`src/hdl/music_defines.svh`:
```
`ifndef MUSIC_DEFINES_SVH
`define MUSIC_DEFINES_SVH

// --------------------------------------------------
// record field widths
// --------------------------------------------------

// note code width, code zero is silence or the end marker
`define MUSIC_NOTE_W 6

// duration and wait length, counted in beats
`define MUSIC_DUR_W 6

// record address inside one song
`define MUSIC_ADDR_W 8

// song select, four songs in the table
`define MUSIC_SONG_W 2

// full record as stored in the song table
`define MUSIC_REC_W 16

// --------------------------------------------------
// sequencer sizing
// --------------------------------------------------

// number of note players behind the arbiter
`define MUSIC_VOICES 3

// clocks per beat, small so that simulation stays short
`define MUSIC_BEAT_CYCLES 4

`endif

```
`src/hdl/music_pkg.sv`:
```
`include "music_defines.svh"

package music_pkg;

    // widths with a meaning of their own
    typedef logic [`MUSIC_NOTE_W-1:0] note_code_t;
    typedef logic [`MUSIC_DUR_W-1:0]  duration_t;
    typedef logic [`MUSIC_ADDR_W-1:0] song_addr_t;
    typedef logic [`MUSIC_SONG_W-1:0] song_sel_t;

    // one song table record, is_wait at the top and reserved option bits at the bottom
    // for a wait record the duration field holds the number of beats to hold off
    typedef struct packed {
        logic       is_wait;
        note_code_t note;
        duration_t  duration;
        logic [`MUSIC_REC_W-`MUSIC_NOTE_W-`MUSIC_DUR_W-2:0] options;
    } song_rec_t;

    // load command from the reader to one player, load is a single-cycle strobe
    typedef struct packed {
        logic       load;
        note_code_t note;
        duration_t  duration;
    } voice_cmd_t;

    // player status, note reads zero whenever the player is free
    typedef struct packed {
        logic       free;
        note_code_t note;
    } voice_status_t;

    typedef enum logic [2:0] {PAUSED, FETCH, DISPATCH, WAIT, ADVANCE} reader_state_t;

endpackage

```
`src/hdl/beat_timer.sv`:
```
`timescale 1ns/1ns
`include "music_defines.svh"

module beat_timer (
    input  logic clk,
    input  logic rst_n,
    input  logic play,
    output logic beat
);

    // counter is at least one bit wide even for a one-clock beat
    localparam int CNT_W = (`MUSIC_BEAT_CYCLES > 1) ? $clog2(`MUSIC_BEAT_CYCLES) : 1;
    localparam logic [CNT_W-1:0] RELOAD = CNT_W'(`MUSIC_BEAT_CYCLES - 1);

    logic [CNT_W-1:0] cnt;

    // --------------------------------------------------
    // prescaler
    // --------------------------------------------------
    // counts down while play is high and reloads after reaching zero
    // while play is low it holds, so a paused song resumes mid-beat
    always_ff @(posedge clk or negedge rst_n) begin
        if (!rst_n) begin
            cnt <= RELOAD;
        end else if (play) begin
            if (cnt == '0) begin
                cnt <= RELOAD;
            end else begin
                cnt <= cnt - 1'b1;
            end
        end
    end

    // the strobe lands on the last clock of each beat period
    // play also gates it, so no beat is ever seen while paused
    assign beat = play && (cnt == '0);

endmodule

```
`src/hdl/music_sequencer.sv`:
```
`timescale 1ns/1ns
`include "music_defines.svh"

module music_sequencer
    import music_pkg::*;
(
    input  logic          clk,
    input  logic          rst_n,
    input  logic          play,
    input  song_sel_t     song_sel,
    output logic          song_done,
    output voice_cmd_t    voice_cmd [`MUSIC_VOICES],
    output voice_status_t voice_status [`MUSIC_VOICES]
);

    logic                                  beat;
    song_rec_t                             rec;
    logic [`MUSIC_SONG_W+`MUSIC_ADDR_W-1:0] rom_addr;
    logic [`MUSIC_VOICES-1:0]              free;
    logic [`MUSIC_VOICES-1:0]              grant;

    // --------------------------------------------------
    // reader, song table and beat source
    // --------------------------------------------------
    song_reader u_reader (
        .clk       (clk),
        .rst_n     (rst_n),
        .play      (play),
        .song_sel  (song_sel),
        .beat      (beat),
        .rec       (rec),
        .grant     (grant),
        .rom_addr  (rom_addr),
        .cmd       (voice_cmd),
        .song_done (song_done)
    );

    song_rom u_rom (.clk(clk), .rom_addr(rom_addr), .rec(rec));

    beat_timer u_beat (.clk(clk), .rst_n(rst_n), .play(play), .beat(beat));

    // the arbiter sees only the free bit of each player status
    voice_arbiter u_arbiter (.free(free), .grant(grant));

    // --------------------------------------------------
    // note players
    // --------------------------------------------------
    for (genvar i = 0; i < `MUSIC_VOICES; i++) begin : g_voice
        assign free[i] = voice_status[i].free;

        note_player u_player (
            .clk    (clk),
            .rst_n  (rst_n),
            .beat   (beat),
            .play   (play),
            .cmd    (voice_cmd[i]),
            .status (voice_status[i])
        );
    end

endmodule

```
`src/hdl/note_player.sv`:
```
`timescale 1ns/1ns
`include "music_defines.svh"

module note_player
    import music_pkg::*;
(
    input  logic          clk,
    input  logic          rst_n,
    input  logic          beat,
    input  logic          play,
    input  voice_cmd_t    cmd,
    output voice_status_t status
);

    duration_t  remain;
    note_code_t note_q;
    logic       free;

    // --------------------------------------------------
    // remaining beats
    // --------------------------------------------------
    // a load always wins, the arbiter only grants free players anyway
    // the count only moves on a beat taken while play is high
    always_ff @(posedge clk or negedge rst_n) begin
        if (!rst_n) begin
            remain <= '0;
        end else if (cmd.load) begin
            remain <= cmd.duration;
        end else if (beat && play && (remain != '0)) begin
            remain <= remain - 1'b1;
        end
    end

    // note code of the current load
    always_ff @(posedge clk) begin
        if (cmd.load) begin
            note_q <= cmd.note;
        end
    end

    // the player is free once its count has run out
    // a zero-length note therefore never shows as busy
    assign free = (remain == '0);

    assign status.free = free;
    assign status.note = free ? '0 : note_q;

    // the reader must only load through a grant, which the arbiter
    // gives to free players, so a load on a busy voice is a fault upstream
    a_load_when_free: assert property (@(posedge clk) disable iff (!rst_n)
        cmd.load |-> free)
        else $error("load arrived while player busy, remain %h", remain);

endmodule

```
`src/hdl/song_reader.sv`:
```
`timescale 1ns/1ns
`include "music_defines.svh"

module song_reader
    import music_pkg::*;
(
    input  logic                                  clk,
    input  logic                                  rst_n,
    input  logic                                  play,
    input  song_sel_t                             song_sel,
    input  logic                                  beat,
    input  song_rec_t                             rec,
    input  logic [`MUSIC_VOICES-1:0]              grant,
    output logic [`MUSIC_SONG_W+`MUSIC_ADDR_W-1:0] rom_addr,
    output voice_cmd_t                            cmd [`MUSIC_VOICES],
    output logic                                  song_done
);

    reader_state_t state;
    reader_state_t next_state;
    song_addr_t    addr;
    song_sel_t     song_q;
    duration_t     wait_cnt;
    logic          done_hold;
    logic          is_end;
    logic          is_note;
    logic          send;
    logic [`MUSIC_VOICES-1:0] loads;

    // the rom sees the latched song, not the live select input
    assign rom_addr = {song_q, addr};

    // record decode, the end marker is a note record with code zero
    assign is_end  = !rec.is_wait && (rec.note == '0);
    assign is_note = !rec.is_wait && (rec.note != '0);

    // a note goes out only in DISPATCH, with play high and a free player
    assign send      = (state == DISPATCH) && play && is_note && (|grant);
    assign song_done = (state == DISPATCH) && play && is_end;

    // --------------------------------------------------
    // next state
    // --------------------------------------------------
    always_comb begin
        next_state = state;
        if (!play) begin
            // dropping play parks the reader wherever it was
            next_state = PAUSED;
        end else begin
            case (state)
                // after an end marker, wait for play to fall and rise again
                PAUSED:   if (!done_hold) next_state = FETCH;
                FETCH:    next_state = DISPATCH;
                DISPATCH: begin
                    if (rec.is_wait) begin
                        next_state = WAIT;
                    end else if (is_end) begin
                        next_state = PAUSED;
                    end else if (|grant) begin
                        next_state = FETCH;
                    end
                end
                WAIT:     if (wait_cnt == '0) next_state = ADVANCE;
                ADVANCE:  next_state = FETCH;
                default:  next_state = PAUSED;
            endcase
        end
    end

    always_ff @(posedge clk or negedge rst_n) begin
        if (!rst_n) begin
            state     <= PAUSED;
            done_hold <= 1'b0;
        end else begin
            state <= next_state;
            if (song_done) begin
                done_hold <= 1'b1;
            end else if (!play) begin
                done_hold <= 1'b0;
            end
        end
    end

    // --------------------------------------------------
    // song number and address counter
    // --------------------------------------------------
    // the select is only taken while paused and a new song starts at record zero
    // a pause elsewhere keeps the address, so a paused wait is fetched again
    always_ff @(posedge clk or negedge rst_n) begin
        if (!rst_n) begin
            song_q <= '0;
            addr   <= '0;
        end else if ((state == PAUSED) && (song_sel != song_q)) begin
            song_q <= song_sel;
            addr   <= '0;
        end else if (song_done) begin
            addr <= '0;
        end else if (send || ((state == ADVANCE) && play)) begin
            addr <= addr + 1'b1;
        end
    end

    // wait countdown, loaded from the wait record and run down on beats
    always_ff @(posedge clk or negedge rst_n) begin
        if (!rst_n) begin
            wait_cnt <= '0;
        end else if ((state == DISPATCH) && play && rec.is_wait) begin
            wait_cnt <= rec.duration;
        end else if ((state == WAIT) && beat && (wait_cnt != '0)) begin
            wait_cnt <= wait_cnt - 1'b1;
        end
    end

    // --------------------------------------------------
    // command fan-out
    // --------------------------------------------------
    // only the granted player sees the note, the others get an idle command
    always_comb begin
        for (int i = 0; i < `MUSIC_VOICES; i++) begin
            loads[i]        = send && grant[i];
            cmd[i].load     = loads[i];
            cmd[i].note     = loads[i] ? rec.note : '0;
            cmd[i].duration = loads[i] ? rec.duration : '0;
        end
    end

    // one record feeds one player, which relies on the arbiter grant being one-hot
    a_single_load: assert property (@(posedge clk) disable iff (!rst_n)
        $onehot0(loads))
        else $error("more than one load strobe, loads %h", loads);

    a_done_no_load: assert property (@(posedge clk) disable iff (!rst_n)
        song_done |-> (loads == '0))
        else $error("song_done together with load, loads %h", loads);

endmodule

```
`src/hdl/song_rom.sv`:
```
`timescale 1ns/1ns
`include "music_defines.svh"

module song_rom
    import music_pkg::*;
(
    input  logic                                  clk,
    input  logic [`MUSIC_SONG_W+`MUSIC_ADDR_W-1:0] rom_addr,
    output song_rec_t                             rec
);

    // builds a note record, option bits stay zero
    function automatic song_rec_t note_rec(input note_code_t n, input duration_t d);
        song_rec_t r;
        r          = '0;
        r.note     = n;
        r.duration = d;
        return r;
    endfunction

    // builds a wait record holding off the next record for b beats
    function automatic song_rec_t wait_rec(input duration_t b);
        song_rec_t r;
        r          = '0;
        r.is_wait  = 1'b1;
        r.duration = b;
        return r;
    endfunction

    // --------------------------------------------------
    // song table, upper two address bits pick the song
    // --------------------------------------------------
    // any address not listed reads as all zeros, which is the end marker
    // song 3 is not listed at all, so it ends on its first record
    always_ff @(posedge clk) begin
        case (rom_addr)
            // song 0 has three notes, a rest, two more notes
            {2'd0, 8'd0}: rec <= note_rec(6'd20, 6'd2);
            {2'd0, 8'd1}: rec <= note_rec(6'd24, 6'd1);
            {2'd0, 8'd2}: rec <= note_rec(6'd27, 6'd3);
            {2'd0, 8'd3}: rec <= wait_rec(6'd3);
            {2'd0, 8'd4}: rec <= note_rec(6'd32, 6'd2);
            {2'd0, 8'd5}: rec <= note_rec(6'd15, 6'd1);
            // song 1 keeps all three players busy so the fourth note stalls
            {2'd1, 8'd0}: rec <= note_rec(6'd36, 6'd12);
            {2'd1, 8'd1}: rec <= note_rec(6'd40, 6'd10);
            {2'd1, 8'd2}: rec <= note_rec(6'd43, 6'd6);
            {2'd1, 8'd3}: rec <= note_rec(6'd48, 6'd4);
            // song 2 is short and ends on a zero-length note
            {2'd2, 8'd0}: rec <= note_rec(6'd40, 6'd3);
            {2'd2, 8'd1}: rec <= note_rec(6'd43, 6'd3);
            {2'd2, 8'd2}: rec <= wait_rec(6'd2);
            {2'd2, 8'd3}: rec <= note_rec(6'd47, 6'd1);
            {2'd2, 8'd4}: rec <= note_rec(6'd50, 6'd0);
            default:      rec <= '0;
        endcase
    end

endmodule

```
`src/hdl/voice_arbiter.sv`:
```
`timescale 1ns/1ns
`include "music_defines.svh"

module voice_arbiter (
    input  logic [`MUSIC_VOICES-1:0] free,
    output logic [`MUSIC_VOICES-1:0] grant
);

    logic taken;

    // fixed priority, the lowest-numbered free player wins
    // grant stays all zero when every player is busy
    always_comb begin
        grant = '0;
        taken = 1'b0;
        for (int i = 0; i < `MUSIC_VOICES; i++) begin
            if (free[i] && !taken) begin
                grant[i] = 1'b1;
                taken    = 1'b1;
            end
        end
    end

    // the reader fans the note by grant bits, so a second bit would double-load
    // and a grant to a busy player would cut off a note still sounding
    always_comb begin
        a_grant_legal: assert final ($onehot0(grant) && ((grant & ~free) == '0))
            else $error("grant %h is not a one-hot pick of free %h", grant, free);
    end

endmodule

```
`config.mk`:
```
export PLATFORM = sky130hd
export DESIGN_NAME = music_sequencer
export DESIGN_NICKNAME = d
export VERILOG_FILES = /design/src/hdl/music_pkg.sv /design/src/hdl/beat_timer.sv /design/src/hdl/music_sequencer.sv /design/src/hdl/note_player.sv /design/src/hdl/song_reader.sv /design/src/hdl/song_rom.sv /design/src/hdl/voice_arbiter.sv
export VERILOG_INCLUDE_DIRS = /design/src /design/src/hdl
export SDC_FILE = /design/constraint.sdc
export NUM_CORES = 1
export LEC_CHECK = 0
export BUFFER_PORTS_ARGS = -buffer_cell sky130_fd_sc_hd__buf_2
export CAP_MARGIN = 20
export CORE_ASPECT_RATIO = 1.2
export CORE_MARGIN = 2
export CORE_UTILIZATION = 56
export CTS_CLUSTER_SIZE = 40
export DETAILED_ROUTE_END_ITERATION = 8
export HOLD_SLACK_MARGIN = 0.02
export MAX_ROUTING_LAYER = met4
export PLACE_DENSITY = 0.83
export SLEW_MARGIN = 20
export SYNTH_ARGS = -nofsm -noshare
export SYNTH_HDL_FRONTEND = slang
export SYNTH_SLANG_ARGS = --single-unit
```
`constraint.sdc`:
```
create_clock -name clk -period 2.7 [get_ports clk]
set_clock_uncertainty 0.1 [all_clocks]
set_input_delay 0.27 -clock clk [delete_from_list [all_inputs] [get_ports clk]]
set_output_delay 0.27 -clock clk [all_outputs]
set_load 0.1 [all_outputs]
```
Word level (Yosys, flattened, before mapping)
Index checks and enable logic that the tools add are counted. Widths: inputs -> output; s select.

Bits of input ports: 5. Word-level logic and storage cells: 124. Output and inout port bits: 61. Bits in registers: 71.

Eq/ne operators: 23. Add/subtract/negate cells: 6. Reduce and logical (&&, ||, !) cells: 45. Mux-type cells: 35.

Operator list (number): $pmux 16 s15 (1); $mux 6 (17); $eq 10x10->1 const B (5); $eq 10x9->1 const B (4); $logic_not 6->1 (5); $reduce_bool 6->1 (5); $mux 8 (3); $sub 6x1->6 const B (4); $logic_and 1x1->1 (21); $eq 10x2->1 const B (2); $eq 10x3->1 const B (2); $mux 3 (6); $pmux 3 s5 (1); $eq 10x1->1 const B (1); $logic_not 10->1 (1); $add 8x1->8 const B (1); $reduce_bool 2->1 (4); $eq 3x2->1 const B (2); $mux 1 (6); $ne 5x3->1 const B (1); $eq 3x1->1 const B (1); $eq 3x3->1 const B (1); $logic_not 1->1 (3); $logic_not 3->1 (1); 11 further kinds (11).

Logic depth before layout (Yosys ltp)
Gate-level depths: netlist of run 1.

Depth in word-level cells: 14. Gate-level depth with buffers: 9.

Cells and area by module
Synthesis of run 1 repeated with hierarchy kept, for this count alone.

Cells, all modules: 441. Area total of the unflattened synthesis: 4156.5 µm².

Modules (own cells, without submodules): note_player (times used 3, cells an instance 61, area an instance 644.4 µm², sequential area each 330.3 µm²); song_reader (times used 1, cells an instance 165, area an instance 1486.4 µm², sequential area each 500.5 µm²); song_rom (times used 1, cells an instance 79, area an instance 606.8 µm², sequential area each 220.2 µm²); beat_timer (times used 1, cells an instance 11, area an instance 103.8 µm², sequential area each 52.6 µm²); voice_arbiter (times used 1, cells an instance 3, area an instance 26.3 µm², sequential area each 0.0 µm²).

Worst setup path before layout of run 1
No wires, ideal clock.

Path type: register to register. Start: register g_voice[0].u_player.remain[0]. End: register g_voice[2].u_player.note_q[0], enable pin. Setup slack: -0.814 ns. Data arrival time: 2.985 ns. Setup time: 0.429 ns. Path buffers: 1. Stages on the path, launching flop included: 8. Required time: 2.171 ns. Period minus slack after synthesis: 3.514 ns. Path through: dfrtp_1 inv_1 ha_1 nand2b_2 nor4_4 buf_4 or4_1 nor2_1.

RTL lines: start: declaration (RTL line note_player.sv:15) `duration_t remain;`; start signal: assignment (RTL line note_player.sv:28) `remain <= cmd.duration;`; start signal: assignment (RTL line note_player.sv:30) `remain <= remain - 1'b1;`; end signal: assignment (RTL line note_player.sv:37) `note_q <= cmd.note;`; end: declaration (RTL line note_player.sv:16) `note_code_t note_q;`.

==> results of run 1 <==
flip-flops by register name (all words and copies together) (netlist names):
register and cells:
g_voice.u_player.note_q 18, g_voice.u_player.remain 18, u_beat.cnt 2, u_reader.addr 8
u_reader.done_hold 1, u_reader.song_q 2, u_reader.state 3, u_reader.wait_cnt 6
u_rom.rec 11
layout make-up:
type / count / area (sq um)
Multi-Input combinational cell: 277 / 1943
Sequential cell: 69 / 1764
Fill cell: 361 / 1440
Timing Repair Buffer: 85 / 999.7
Clock buffer: 9 / 123.9
Tap cell: 85 / 106.4
Inverter: 18 / 67.56
Clock inverter: 7 / 41.29
power by group through the flow:
stage                     Clock (uW)  Combinational (uW)  Sequential, uW
final                            755                1640            1590
after CTS                        736                1400            1550
after floorplan                    0                1180            1460
after global routing             790                1740            1600
after detailed placement           0                1370            1560
after global placement             0                1320            1550
per-stage QoR:
stage	utilization	power [uW]	std cells	area, sq um
detailed placement	0.7112	2932	513	4613
global route	0.7780	4131	550	5046
floorplan	-	2641	387	3817
finish	0.7780	3985	550	5046
CTS	0.7458	3694	533	4837
global placement	0.7112	2865	513	4613
cells by family after synthesis:
kind of cell,synth area share
DFF,0.4678
muxes,0.04081
xor gates and xnor gates,0.04181
and+or+nand+nor,0.2598
AOI/OAI and AO/OA,0.09755
buffers and inverters,0.05806
adders and majority gates,0.03318
other,0.0009944
timing repair:
item | 4_1_cts | 5_1_grt
setup buffers | 2 | 15
hold buffers | 1 | 0
pin swaps | 1 | 5
gates cloned | 1 | 3
gates resized for setup | 6 | 30
endpoints found under the setup margin | 20 | 38
hold endpoints to repair | 38 | 0
worst register-to-register path, stage by stage (launching register included):
cell	delay [ns]
dfrtp_1	0.41
inv_1	0.09
ha_2	0.22
nand2b_4	0.08
nor4_4	0.28
buf_6	0.19
buf_4	0.14
buf_4	0.15
o311a_1	0.38
o2111ai_1	0.18
mux2i_1	0.16
Yosys cell counts (all sizes together) (11+ instances only):
cell | n | area share
dfrtp | 38 | 0.25
nor2 | 30 | 0.030
nand2 | 29 | 0.029
and2 | 26 | 0.043
and3 | 18 | 0.033
buf | 18 | 0.033
edfxtp | 18 | 0.14
inv | 18 | 0.018
nor2b | 18 | 0.030
o21ai | 18 | 0.024
mux2i | 12 | 0.032
nor3 | 12 | 0.016
dfxtp | 11 | 0.058
path summary, 6_finish.rpt:
kind                                                           start                                   endpoint  slack [ns]
max                        g_voice[1].u_player.remain[0]$_DFFE_PN0P_                              voice_cmd[14]        -0.1
min                                                      song_sel[0]             u_reader.song_q[0]$_DFFE_PN0P_        0.08
max reg2reg                g_voice[0].u_player.remain[1]$_DFFE_PN0P_               u_reader.addr[3]$_DFFE_PN0P_        0.19
min reg2reg                                u_beat.cnt[1]$_DFFE_PN1P_                  u_beat.cnt[1]$_DFFE_PN1P_        0.39
max in group asynchronous                                      rst_n               u_reader.addr[6]$_DFFE_PN0P_        1.44
min in group asynchronous                                      rst_n  g_voice[1].u_player.remain[4]$_DFFE_PN0P_        0.47
routing by layer:
layer | wire length, um | global-route usage | up-vias
met3 | 725 | 0.05577 | 51
met5 | 0 | - | -
met1 | 4177 | 0.3216 | 1616
li1 | - | - | 1474
met2 | 5856 | 0.4580 | 203
met4 | 450 | 0.1193 | 0
==> results.json, run 1 <==
{
  "ir_drop_v": 0.0005332,
  "setup_violations": 14,
  "fmax_mhz": 357.7,
  "ys_async_sr_fraction": 0.5797,
  "cp_top_family": "simple AND/OR/NAND/NOR gates",
  "hold_viol_final": 0,
  "layout_common_cells": "38 x dfrtp_1, 33 x buf_12, 29 x nor2_1",
  "fin_nets": 475,
  "ys_warn_count": 0,
  "arrival_ns": 2.43,
  "synth_top_flop_cell": "dfrtp_1",
  "rows": 32,
  "die-area_sq_um": 7409,
  "numPortBuffers": 59,
  "drtIter0Drc": 295,
  "p_leak_uw": 0.002290,
  "syn_area_sq_um": 3771,
  "dr.pass1.iters": 7,
  "drv_cap": 0,
  "cts_max_path_buffers": 2,
  "syn_to_final_growth_pct": 33.81,
  "clk_pin_slew_worst_paths_ns": 0.09,
  "internal-power_uw": 2146,
  "cp_cell_sequence": "inv_2 -> ha_4 -> nand2b_4 -> nor4_4 -> nor4b_4 -> buf_6 -> and2_4 -> buf_12",
  "path_class": "reg2out",
  "die_h_um": 93.90,
  "gr-total-overflow": 0,
  "syn_avg_cell_area_sq_um": 9.872,
  "pwr-share-clk": 0.190,
  "cp.depth": 8,
  "switching_share": 0.4614,
  "finalCritPeriodShare": 1.035,
  "grt_max_degree": 41,
  "slowest_stage": "nor4b_4",
  "insertion_delay_ns": 0.36,
  "track_usage": 0.2738,
  "rsz0062_at_grt": "yes",
  "gp_congestion": 0.8649,
  "drc": 0,
  "failed_checks": "setup timing",
  "reg2reg_depth": 10,
  "vias": 3344,
  "initial_utilization": 0.5814,
  "wire_per_inst_um": 20.38,
  "whs_path_depth": 2,
  "cts.htree.levels": 3,
  "grt_pass1_vias": 3002,
  "finalSetupTns_ns": -0.9547,
  "viasPerCell": 6.080,
  "slew_headroom": 0.3960,
  "yosysSeqAreaShare": 0.4678,
  "core_area_sq_um": 6486,
  "syn_inst": 382,
  "synth_edf_count": 18,
  "cp.required_ns": 2.33,
  "fin_crit_ns": 2.795,
  "cpPeakStageDelay_ns": 0.46,
  "grt_pass1_wl_um": 15030,
  "worst_hold_path_type": "in2reg",
  "postRouteAntennaNets": 0,
  "cts_tree": "built",
  "final_common_cell": "dfrtp_1",
  "cts_buffers": 9,
  "outcome": "complete, but fails checks",
  "pre_cts_slack_ns": 0.2030,
  "setup_slack_ns": -0.09546,
  "tightestPinTransition_ns": 0.9061,
  "hpwl_um": 6501,
  "seqPwrFrac": 0.400,
  "totalWireLength_um": 11210,
  "yosysUniqueCellTypes": 60,
  "cts-root-buf": "clkbuf_8",
  "whs_ns": 0.08038,
  "clock-sinks": 69,
  "final_max_slew_viol_count": 0,
  "worst_setup_path_start_kind": "flip-flop",
  "fp.dieW_um": 78.91,
  "drive_above_1_share": 0.3333,
  "path_buf_inv": 3,
  "synth-seq-cells": 69,
  "io_pins": 66,
  "combPwrFrac": 0.411,
  "endpoint_kind": "output pin",
  "num_antenna_cells": 0,
  "p_per_area_nw_per_um2": 789.6,
  "antenna_found_initial": 0,
  "cp_max_fo": 6,
  "p_sw_uw": 1838
}
No activity file was read; power rests on OpenSTA's default activity.
==> run 2, diff against run 1 <==
--- a/config.mk
+++ b/config.mk
@@ -8,7 +8,6 @@
 export LEC_CHECK = 0
 export BUFFER_PORTS_ARGS = -buffer_cell sky130_fd_sc_hd__buf_2
 export CAP_MARGIN = 20
-export CORE_ASPECT_RATIO = 1.2
 export CORE_MARGIN = 2
 export CORE_UTILIZATION = 56
 export CTS_CLUSTER_SIZE = 40
@@ -20,3 +19,4 @@
 export SYNTH_ARGS = -nofsm -noshare
 export SYNTH_HDL_FRONTEND = slang
 export SYNTH_SLANG_ARGS = --single-unit
+export TNS_END_PERCENT = 20
==> results.json, run 2 (synthesis results as in run 1) <==
{
  "endpoint_kind": "output pin",
  "finalCritPeriodShare": 0.9858,
  "slew_headroom": 0.4010,
  "grt_pass1_vias": 3105,
  "tightestPinTransition_ns": 0.8985,
  "insertion_delay_ns": 0.35,
  "num_antenna_cells": 0,
  "outcome": "finished, final reports clean",
  "fp.dieW_um": 86.06,
  "final_core_util": 0.7713,
  "dr.pass1.iters": 6,
  "top_layer_used": "met4",
  "hpwl_um": 6564,
  "clock-sinks": 69,
  "seq_area_sq_um": 1764,
  "numPortBuffers": 59,
  "worst_setup_path_start_kind": "flip-flop",
  "syn_to_final_growth_pct": 31.35,
  "p_leak_uw": 0.002260,
  "drv_cap": 0,
  "cts-root-buf": "clkbuf_8",
  "gp_congestion": 0.8691,
  "grt_pass1_wl_um": 15520,
  "wl_met1_um": 3862,
  "path_class": "reg2out",
  "pwr-share-clk": 0.190,
  "final_max_slew_viol_count": 0,
  "met3_length_um": 523,
  "grt_max_degree": 41,
  "cp_max_fo": 10,
  "worst_hold_path_type": "in2reg",
  "fmax_mhz": 375.7,
  "cp_cell_sequence": "inv_2 -> ha_4 -> nand2b_4 -> nor4_4 -> buf_4 -> nor4_2 -> buf_4 -> and3_1 -> buf_12",
  "cpPeakStageDelay_ns": 0.37,
  "io_pins": 66,
  "vias": 3172,
  "die_h_um": 86.06,
  "arrival_ns": 2.29,
  "fin_nets": 471,
  "ir_drop_v": 0.0003328,
  "fill_cells": 392,
  "core_area_sq_um": 6422,
  "drive_above_1_share": 0.2885,
  "drtIter0Drc": 264,
  "final_common_cell": "dfrtp_1",
  "combPwrFrac": 0.404,
  "met2_length_um": 5030,
  "largest_registers": "g_voice.u_player.note_q: 18 flops, g_voice.u_player.remain: 18 flops, u_rom.rec: 11 flops",
  "seqPwrFrac": 0.406,
  "layout_common_cells": "38 x dfrtp_1, 33 x buf_12, 29 x nand2_1, 29 x nor2_1, 27 x buf_2",
  "totalWireLength_um": 9682,
  "fin_crit_ns": 2.662,
  "slowest_stage": "dfrtp_1",
  "finalSetupTns_ns": 0,
  "rows": 29,
  "drc": 0,
  "antenna_found_initial": 0,
  "viasPerCell": 5.896,
  "wire_per_inst_um": 18.00,
  "p_sw_uw": 1689,
  "p_per_area_nw_per_um2": 773.5,
  "cts_buffers": 9,
  "switching_share": 0.4407,
  "power_uw": 3832,
  "cp.required_ns": 2.33,
  "die-area_sq_um": 7406,
  "hold_viol_final": 0,
  "initial_utilization": 0.5872,
  "rsz0062_at_grt": "yes",
  "setup_violations": 0,
  "cts.htree.levels": 3,
  "cts_max_path_buffers": 2,
  "gr-total-overflow": 0,
  "internal-power_uw": 2143,
  "track_usage": 0.2800,
  "clk_pin_slew_worst_paths_ns": 0.07,
  "critPathMostFrequentCell": "buf_4",
  "postRouteAntennaNets": 0,
  "cts_tree": "built",
  "multi_input_area_sq_um": 1892
}
## run 2: cell types whose count changed in the layout (fill, tap and decap cells not counted), sizes merged
cell / change
clkinvlp: -2
inv: -1
clkbuf: +5
and3: -1
buf: -3
clkinv: -2
## run 2: worst paths after layout
| kind | from | end | slack, ns | depth (start not counted) |
|---|---|---|---|---|
| max | g_voice[1].u_player.remain[0]$_DFFE_PN0P_ | voice_cmd[7] | 0.04 | 9 |
| min | song_sel[0] | u_reader.song_q[0]$_DFFE_PN0P_ | 0.09 | 2 |
| max reg2reg | g_voice[0].u_player.remain[1]$_DFFE_PN0P_ | u_reader.addr[4]$_DFFE_PN0P_ | 0.23 | 9 |
| min reg2reg | u_reader.done_hold$_DFFE_PN0P_ | u_reader.done_hold$_DFFE_PN0P_ | 0.38 | 1 |
| max in group asynchronous | rst_n | u_reader.wait_cnt[1]$_DFFE_PN0P_ | 1.44 | 2 |
| min in group asynchronous | rst_n | g_voice[2].u_player.remain[2]$_DFFE_PN0P_ | 0.48 | 2 |
## run 2: per-layer routing
metal,vias up,GRT usage
met3,24,0.03465
met4,0,0.1414
met2,129,0.4553
li1,1472,-
met5,-,-
met1,1547,0.3442
## run 2: area by class of cell
| cell class | count | share of cell area |
|---|---|---|
| Tap cell | 77 | 0.01945 |
| Multi-Input combinational cell | 276 | 0.3819 |
| Clock buffer | 14 | 0.03082 |
| Timing Repair Buffer | 82 | 0.1960 |
| Clock inverter | 2 | 0.002021 |
| Sequential cell | 69 | 0.3562 |
| Inverter | 18 | 0.01364 |
## run 2: timing repair
action                                 4_1_cts  5_1_grt
pin swaps                                    7        2
hold buffers                                 1        0
buffers inserted                            14        0
endpoints found under the hold margin       38        0
setup endpoints to repair                   21       38
gates resized for setup                     15        2
cloned                                       2        0
## run 2: worst max-delay path: cells and delay by family (launching register included)
| kind | cells | cell delay [ns] |
|---|---|---|
| buf+inv | 4 | 0.67 |
| simple gates | 4 | 0.74 |
| flops | 1 | 0.37 |
| fa+ha+maj | 1 | 0.16 |
## run 2: through the flow
step           std cells  cell area [sq um]  hold slack, ns  setup slack, ns
2_1_floorplan        387               3806         -0.1256          -0.2094
3_3_place_gp         505               4594          0.3362           0.1103
6_report             538               4954         0.08819          0.03841
5_1_grt              538               4954          0.1002         -0.01832
3_5_place_dp         505               4594          0.3385         -0.02641
4_1_cts              538               4945         0.08636         -0.01031
## run 2: power by group through the flow
stage	combinational (uW)	clock (uW)	sequential, uW
after CTS	1530	726	1540
after floorplan	1180	0	1460
final	1550	726	1560
after global placement	1330	0	1540
after detailed placement	1380	0	1560
after global routing	1650	773	1580
